===== config.mk =====
export PLATFORM = sky130hd
export DESIGN_NAME = frequency_meter
export DESIGN_NICKNAME = d
export VERILOG_FILES = /design/src/display_pkg.sv /design/src/meter_pkg.sv /design/src/bin_to_bcd.sv /design/src/display_scan.sv /design/src/frequency_meter.sv /design/src/gate_counter.sv
export VERILOG_INCLUDE_DIRS = /design/src /design/src/src
export SDC_FILE = /design/constraint.sdc
export NUM_CORES = 1
export LEC_CHECK = 0
export ABC_AREA = 1
export BUFFER_PORTS_ARGS = -buffer_cell sky130_fd_sc_hd__buf_2
export CAP_MARGIN = 20
export CORE_ASPECT_RATIO = 0.7
export CORE_UTILIZATION = 30
export DETAILED_ROUTE_END_ITERATION = 10
export PLACE_DENSITY = 0.51
export RECOVER_POWER = 25
export SYNTH_ARGS = -nofsm -noshare
export SYNTH_HDL_FRONTEND = slang
export SYNTH_SLANG_ARGS = --single-unit

===== constraint.sdc =====
create_clock -name clock -period 9 [get_ports clock]
set_clock_uncertainty 0.2 [all_clocks]
set_input_delay 0.45 -clock clock [delete_from_list [all_inputs] [get_ports clock]]
set_output_delay 0.45 -clock clock [all_outputs]
set_load 0.02 [all_outputs]

===== src/freq_meter_config.svh =====
// Build-time constants for the frequency meter.
// Include this wherever a gate, scan or display size is needed.
// Override by editing the defaults below before compiling.

`ifndef FREQ_METER_CONFIG_SVH
`define FREQ_METER_CONFIG_SVH

// gate window length in clocks
// kept short so simulation runs fast
`define FM_GATE_CYCLES 2000

// clocks each display digit stays lit
`define FM_SCAN_CYCLES 8

// digits on the display, one BCD nibble each
`define FM_DIGITS 8

// digit whose decimal point is lit
`define FM_DP_DIGIT 2

// count width, enough for 99,999,999
`define FM_COUNT_WIDTH 27

`endif


===== src/display_pkg.sv =====
// Display word types and the seven-segment decode.
// Segment bits are active high, ordered g,f,e,d,c,b,a,dp from MSB.
// decode_digit is used by the scan logic and by the monitor.

`include "freq_meter_config.svh"

package display_pkg;

	// one BCD digit
	typedef logic [3:0] digit_t;

	// segments g..a then dp in bit 0
	typedef logic [7:0] segment_t;

	// one-hot digit select
	typedef logic [`FM_DIGITS-1:0] anode_t;

	// BCD digit to segment pattern, dp always off
	function automatic segment_t decode_digit(input digit_t digit);
		segment_t pattern;
		case (digit)
			4'd0: pattern = 8'b0111_1110;
			4'd1: pattern = 8'b0000_1100;
			4'd2: pattern = 8'b1011_0110;
			4'd3: pattern = 8'b1001_1110;
			4'd4: pattern = 8'b1100_1100;
			4'd5: pattern = 8'b1101_1010;
			4'd6: pattern = 8'b1111_1010;
			4'd7: pattern = 8'b0000_1110;
			4'd8: pattern = 8'b1111_1110;
			4'd9: pattern = 8'b1101_1110;
			// not a BCD digit, show a dash on segment g
			default: pattern = 8'b1000_0000;
		endcase
		return pattern;
	endfunction

endpackage


===== src/meter_pkg.sv =====
// Measurement word types for the frequency meter.
// Shared by the gate counter, the BCD converter and the testbench.

`include "freq_meter_config.svh"

package meter_pkg;

	// total width of the packed BCD result
	localparam int bcd_width = 4 * `FM_DIGITS;

	// binary edge count from one gate window
	typedef logic [`FM_COUNT_WIDTH-1:0] count_t;

	// packed BCD digits
	// nibble 0 is the least significant digit
	typedef logic [bcd_width-1:0] bcd_t;

endpackage


===== src/bin_to_bcd.sv =====
// Sequential binary to BCD converter (shift and add 3).
// A count_valid strobe starts one conversion of FM_COUNT_WIDTH shifts;
// bcd_valid pulses FM_COUNT_WIDTH+1 clocks after the start strobe.

`timescale 1ns/100ps
`include "freq_meter_config.svh"

module bin_to_bcd (
	input  logic              clock,
	input  logic              reset,
	input  meter_pkg::count_t count,
	input  logic              count_valid,
	output meter_pkg::bcd_t   bcd,
	output logic              bcd_valid
);

	localparam int step_width = $clog2(`FM_COUNT_WIDTH);
	localparam logic [step_width-1:0] last_step = step_width'(`FM_COUNT_WIDTH - 1);

	// conversion state
	logic                  busy;
	logic [step_width-1:0] step;
	logic                  start;
	logic                  last_shift;

	// binary bits still to shift in, MSB first
	meter_pkg::count_t bin_shift;

	// partial BCD result and its next value
	meter_pkg::bcd_t bcd_work;
	meter_pkg::bcd_t bcd_adjusted;
	meter_pkg::bcd_t bcd_next;

	// ignored while busy, the gate is far longer than a conversion
	assign start      = count_valid & ~busy;
	assign last_shift = busy && (step == last_step);

	// add 3 to every nibble of 5 or more before the shift
	always_comb begin
		bcd_adjusted = bcd_work;
		for (int i = 0; i < `FM_DIGITS; i++) begin
			if (bcd_work[4*i +: 4] >= 4'd5) begin
				bcd_adjusted[4*i +: 4] = bcd_work[4*i +: 4] + 4'd3;
			end
		end
	end

	// shift left by one, next binary bit enters at the bottom
	assign bcd_next = {bcd_adjusted[$bits(meter_pkg::bcd_t)-2:0], bin_shift[`FM_COUNT_WIDTH-1]};

	// sequencing
	always_ff @(posedge clock) begin
		if (reset) begin
			busy      <= 1'b0;
			step      <= '0;
			bcd_valid <= 1'b0;
		end else begin
			bcd_valid <= 1'b0;
			if (start) begin
				busy <= 1'b1;
				step <= '0;
			end else if (busy) begin
				step <= step + 1'b1;
				if (last_shift) begin
					busy      <= 1'b0;
					bcd_valid <= 1'b1;
				end
			end
		end
	end

	// shift registers and result word
	always_ff @(posedge clock) begin
		if (start) begin
			bin_shift <= count;
			bcd_work  <= '0;
		end else if (busy) begin
			bin_shift <= bin_shift << 1;
			bcd_work  <= bcd_next;
		end
		// publish on the final shift, alongside bcd_valid
		if (last_shift) begin
			bcd <= bcd_next;
		end
	end

endmodule


===== src/display_scan.sv =====
// Multiplexed drive for the eight-digit seven-segment display.
// Latches each new BCD result and lights one digit at a time,
// blanking leading zeros above the decimal point digit.

`timescale 1ns/100ps
`include "freq_meter_config.svh"

module display_scan (
	input  logic                  clock,
	input  logic                  reset,
	input  meter_pkg::bcd_t       bcd,
	input  logic                  bcd_valid,
	output display_pkg::segment_t segment,
	output display_pkg::anode_t   anode
);

	localparam int scan_width  = $clog2(`FM_SCAN_CYCLES);
	localparam int index_width = $clog2(`FM_DIGITS);
	localparam logic [scan_width-1:0]  last_scan  = scan_width'(`FM_SCAN_CYCLES - 1);
	localparam logic [index_width-1:0] last_digit = index_width'(`FM_DIGITS - 1);
	localparam logic [index_width-1:0] dp_index   = index_width'(`FM_DP_DIGIT);

	// displayed value, and whether one has arrived yet
	meter_pkg::bcd_t held_bcd;
	logic            loaded;

	// scan position
	logic [scan_width-1:0]  scan_timer;
	logic [index_width-1:0] digit_index;

	// per-digit blanking and the selected digit
	logic [`FM_DIGITS-1:0]  blank;
	display_pkg::digit_t    digit;
	display_pkg::segment_t  pattern;

	always_ff @(posedge clock) begin
		if (reset) begin
			held_bcd <= '0;
			loaded   <= 1'b0;
		end else if (bcd_valid) begin
			held_bcd <= bcd;
			loaded   <= 1'b1;
		end
	end

	// digit advances every FM_SCAN_CYCLES clocks, 0 upward, wraps after the top
	always_ff @(posedge clock) begin
		if (reset) begin
			scan_timer  <= '0;
			digit_index <= '0;
		end else if (scan_timer == last_scan) begin
			scan_timer  <= '0;
			digit_index <= (digit_index == last_digit) ? '0 : digit_index + 1'b1;
		end else begin
			scan_timer <= scan_timer + 1'b1;
		end
	end

	assign anode = display_pkg::anode_t'(1) << digit_index;

	// walk down from the top digit
	// a digit blanks while it and all above it are zero,
	// never at or below the dp digit
	always_comb begin
		logic upper_zero;
		upper_zero = 1'b1;
		for (int i = `FM_DIGITS - 1; i >= 0; i--) begin
			upper_zero = upper_zero & (held_bcd[4*i +: 4] == 4'd0);
			blank[i]   = upper_zero && (i > `FM_DP_DIGIT);
		end
	end

	assign digit = held_bcd[4*digit_index +: 4];

	always_comb begin
		pattern = display_pkg::decode_digit(digit);
		// fixed decimal point
		if (digit_index == dp_index) begin
			pattern[0] = 1'b1;
		end
		if (blank[digit_index]) begin
			pattern = '0;
		end
	end

	// dark until the first result is latched
	assign segment = loaded ? pattern : '0;

endmodule


===== src/frequency_meter.sv =====
// Top level of the frequency meter.
// signal_in is counted per gate window, converted to BCD and scanned
// onto the display; the internal strobes are brought out for observation.

`timescale 1ns/100ps

module frequency_meter (
	input  logic                  clock,
	input  logic                  reset,
	input  logic                  signal_in,
	output meter_pkg::count_t     count,
	output logic                  count_valid,
	output meter_pkg::bcd_t       bcd,
	output logic                  bcd_valid,
	output display_pkg::segment_t segment,
	output display_pkg::anode_t   anode
);

	// edge count per gate window
	gate_counter u_gate (
		.clock       (clock),
		.reset       (reset),
		.signal_in   (signal_in),
		.count       (count),
		.count_valid (count_valid)
	);

	// count to BCD, finishes FM_COUNT_WIDTH+1 clocks after count_valid
	bin_to_bcd u_bcd (
		.clock       (clock),
		.reset       (reset),
		.count       (count),
		.count_valid (count_valid),
		.bcd         (bcd),
		.bcd_valid   (bcd_valid)
	);

	// digit multiplexing onto the common-anode display
	display_scan u_scan (
		.clock     (clock),
		.reset     (reset),
		.bcd       (bcd),
		.bcd_valid (bcd_valid),
		.segment   (segment),
		.anode     (anode)
	);

endmodule


===== src/gate_counter.sv =====
// Input side of the frequency meter.
// Samples signal_in into the clock domain and counts its rising edges
// over fixed windows of FM_GATE_CYCLES clocks and reports one count per window.

`timescale 1ns/100ps
`include "freq_meter_config.svh"

module gate_counter (
	input  logic              clock,
	input  logic              reset,
	input  logic              signal_in,
	output meter_pkg::count_t count,
	output logic              count_valid
);

	localparam int timer_width = $clog2(`FM_GATE_CYCLES);
	localparam logic [timer_width-1:0] last_tick = timer_width'(`FM_GATE_CYCLES - 1);

	// synchronizer pair plus history flop for the edge detect
	logic sync_0;
	logic sync_1;
	logic sync_2;
	logic rise;

	logic                   window_end;
	logic [timer_width-1:0] gate_timer;
	meter_pkg::count_t      edge_count;

	// synchronizer chain tracks the input even while reset is high
	always_ff @(posedge clock) begin
		sync_0 <= signal_in;
		sync_1 <= sync_0;
		sync_2 <= sync_1;
	end

	// one-cycle pulse per rising edge that the next clock counts
	assign rise = sync_1 & ~sync_2;

	assign window_end = (gate_timer == last_tick);

	// window timer starts at 1 after reset
	// count_valid trails window_end by a clock and so lands in the window's last cycle
	always_ff @(posedge clock) begin
		if (reset) begin
			gate_timer <= timer_width'(1);
		end else if (window_end) begin
			gate_timer <= '0;
		end else begin
			gate_timer <= gate_timer + 1'b1;
		end
	end

	// edge counter restarts at each window end
	// an edge seen on the closing clock belongs to the new window
	always_ff @(posedge clock) begin
		if (reset) begin
			edge_count  <= '0;
			count_valid <= 1'b0;
		end else begin
			count_valid <= window_end;
			if (window_end) begin
				edge_count <= meter_pkg::count_t'(rise);
			end else if (rise) begin
				edge_count <= edge_count + 1'b1;
			end
		end
	end

	// result word held until the next window closes
	always_ff @(posedge clock) begin
		if (window_end) begin
			count <= edge_count;
		end
	end

endmodule


==> flow_summary.toml <==
[detailed_routing]
routed_wl_mm = 21.48
drtPass1Iterations = 5
avgRoutedWirePerCell_um = 14.46
vias = 6571
ant_nets = 0
detailedRoute.firstIterationViolations = 488
drc = 0
post_drt_via_cell_ratio = 4.425

[outcome]
status = "finished with violations"
violations = "capacitance limit, slew limit"

[timing]
postLayoutSetupSlackWorst_ns = 5.056
final-max-slew-violation-count = 91
finalSetupViolCount = 0
grt_setup_unrepaired = "no"
setup_tns_ns = 0
highest_attainable_clock_frequency_mhz = 253.6
timing.max_slew.rel_slack_pct = -40.46
period_minus_slack_ns = 3.944
hold-worst-slack_ns = 0.06403
worst-slew-pin-transition_ns = 2.107
final.period_utilization_pct = 43.82
final-hold-violation-count = 0

[global_route]
grt_first_pass_wirelength_mm = 33.91
maximum_number_of_pins_on_one_net_before_global_route_repair = 52
grt_antenna_before_repair = 0
number_of_global_route_vias_before_repair = 5845
grt.total_usage_pct = 13.90
global_route.overflow_total = 0

[yosys]
synth-edff-count = 86
postSynthCellCount = 981
postSynthAreaPerCell_um2 = 9.260
most_frequently_used_flop_master_after_synthesis = "dfxtp_1"
post_synth_fa_ha_maj_area_fraction_pct = 4.545
share_of_cell_area_taken_by_muxes_after_synthesis_pct = 3.223
synth.ff_latch_count = 206
synth_sequential_area_ratio_pct = 54.88
synth.yosys.warnings = 0
synthArstFlopShare_pct = 0
combinational_family_with_the_most_area_after_synthesis = "simple AND/OR/NAND/NOR gates"
synth_xor_xnor_area_share_pct = 1.736
post_synth_num_cell_types = 45
post_synth_instance_area_mm2 = 0.009084
synth_compound_area_share_pct = 10.40
mappedNetlistNets = 1017
synth-simple-area-share_pct = 18.33

[clock_tree]
cts-root-to-sink-buffers = 3
post_cts_resize_count = 0
clock_tree_from_tritoncts = "yes"
cts_setup_buffers = 0
cts.htree.levels = 1
clk-insertion-delay-late_ns = 0.50
numClockSinks = 206
cts_root_buf = "clkbuf_16"
numCtsBuffers = 23
post_cts_hold_buffer_count = 1
clk_transition_reported_paths_ns = 0.07

[floorplanning]
die_width_um = 210.0
die_area_mm2 = 0.03099
floorplan.initialDensity_pct = 30.96
rows = 52
coreArea_mm2 = 0.02934
num_io_pins = 80
fp.dieH_um = 147.6

[layout]
layout.core_utilization_pct = 36.07
design.final.nets = 1100
n_antenna_cell = 0
syn2layout_area_growth_pct = 16.53
layout.cell_area.non_filler_mm2 = 0.01059
final_cells = 1485
drive_gt1_share_pct = 15.56

[placement]
port_buffers = 79
routabilityCongestion = 0.8579
place_ws_ns = 5.579
postPlaceCellArea_mm2 = 0.009866
placedCellCount = 1443
place.detailed.hpwl_mm = 15.32

[pwr]
report.power.total_mw = 2.122
leakage_nw = 4.120
ir_drop_v = 0.0001046
power.density_mw_per_mm2 = 200.5

[critical_path]
cp-end-kind = "primary output"
worst_path_arrival_ns = 3.29
cp_data_required_time_ns = 8.35
critPathKind = "reg2out"
critPathLaunchType = "register"
timing.critical_path.fanout_max = 27
regToRegSetupSlack_ns = 5.35

[min_path]
worst_hold_path_type = "in2reg"

[job]
timing.max_cap.violations = 2
## per-layer routing
metal	wire length (um)	vias up	global-route usage [%]
met5	0	-	0
met4	365	0	3.029
met3	920	23	1.997
met2	7975	122	17.86
met1	12220	3024	23.43
li1	-	3402	-
## placed cells by master (no fill, tap or decap), types with 8 or more instances in the layout
cell type  count
a21oi_1       62
buf_2         56
clkbuf_1      28
clkbuf_16     23
dfxtp_1      120
edfxtp_1      86
ha_1          33
inv_1        116
mux2_2        26
nand2_1      155
nand2_2        8
nand3_1       23
nand4_1        9
nor2_1       119
nor2_2        13
nor3_1        16
o21ai_0       96
xor2_1        14
## cell families after synthesis
group / Yosys count
AO/OA/AOI/OAI: 180
XOR/XNOR: 18
adder cells (fa/ha/maj): 33
buffers and inverters: 148
flip-flops: 206
multiplexers: 26
AND/OR/NAND/NOR: 370
## final timing paths
path,start,endpoint,cells past startpoint
setup / recovery,u_scan.digit_index[0],segment[7],11
hold / removal,reset,u_scan.loaded,2
setup reg to reg,u_bcd.busy,u_bcd.bin_shift[8],4
hold reg to reg,u_gate.sync_0,u_gate.sync_1,0
## registers in the layout, summed over array words and instances, names as in the netlist, 3 cells and up
register,flops
u_gate.gate_timer,11
u_bcd.bcd,32
u_gate.count,27
u_bcd.bin_shift,27
u_scan.digit_index,3
u_bcd.step,5
u_scan.held_bcd,32
u_bcd.bcd_work,32
u_gate.edge_count,27
u_scan.scan_timer,3
## critical path: stages, from the launching register on
cell,delay [ns]
dfxtp_1,0.96
inv_4,0.21
o21ai_0,0.22
o21ai_0,0.13
o21ai_0,0.40
inv_1,0.12
ha_1,0.21
nand3b_1,0.15
nand2_1,0.09
nor2_1,0.05
nor2_1,0.08
buf_2,0.17
## synth_stat cells (3+ instances only)
cell | n | area share (%)
ha_1 | 33 | 4.5
mux2_2 | 26 | 3.2
a21oi_1 | 62 | 3.4
xnor2_1 | 4 | 0.39
dfxtp_1 | 120 | 26
o21ai_1 | 7 | 0.39
nor3_1 | 17 | 0.94
buf_6 | 5 | 0.62
clkbuf_1 | 13 | 0.54
nand2_1 | 155 | 6.4
inv_1 | 117 | 4.8
nand2_2 | 8 | 0.55
nor3_2 | 3 | 0.33
buf_2 | 4 | 0.22
buf_4 | 3 | 0.25
nor2_2 | 13 | 0.90
nand4_1 | 8 | 0.55
nand3_2 | 7 | 0.77
a21o_1 | 7 | 0.58
o21ai_0 | 96 | 5.3
nor2_4 | 3 | 0.37
nor2_1 | 119 | 4.9
edfxtp_1 | 86 | 28
xor2_1 | 14 | 1.3
nand3_1 | 22 | 1.2
## where the power goes
| part | switching, mW | internal (mW) | leakage [nW] |
|---|---|---|---|
| logic | 0.0964 | 0.0534 | 2.04 |
| registers | 0.0241 | 1.01 | 1.71 |
| clock network | 0.388 | 0.550 | 0.372 |
| total | 0.509 | 1.61 | 4.12 |
## layout make-up
cell class / count / area, um^2
fill: 3018 / 18760
tap: 405 / 506.7
timing repair buffer: 86 / 414.1
sequential: 206 / 4985
multi-input combinational: 627 / 3467
clock buffer: 28 / 614.3
clock inverter: 13 / 142.6
inverter: 120 / 455.4
(Power assumes the default switching activity.)
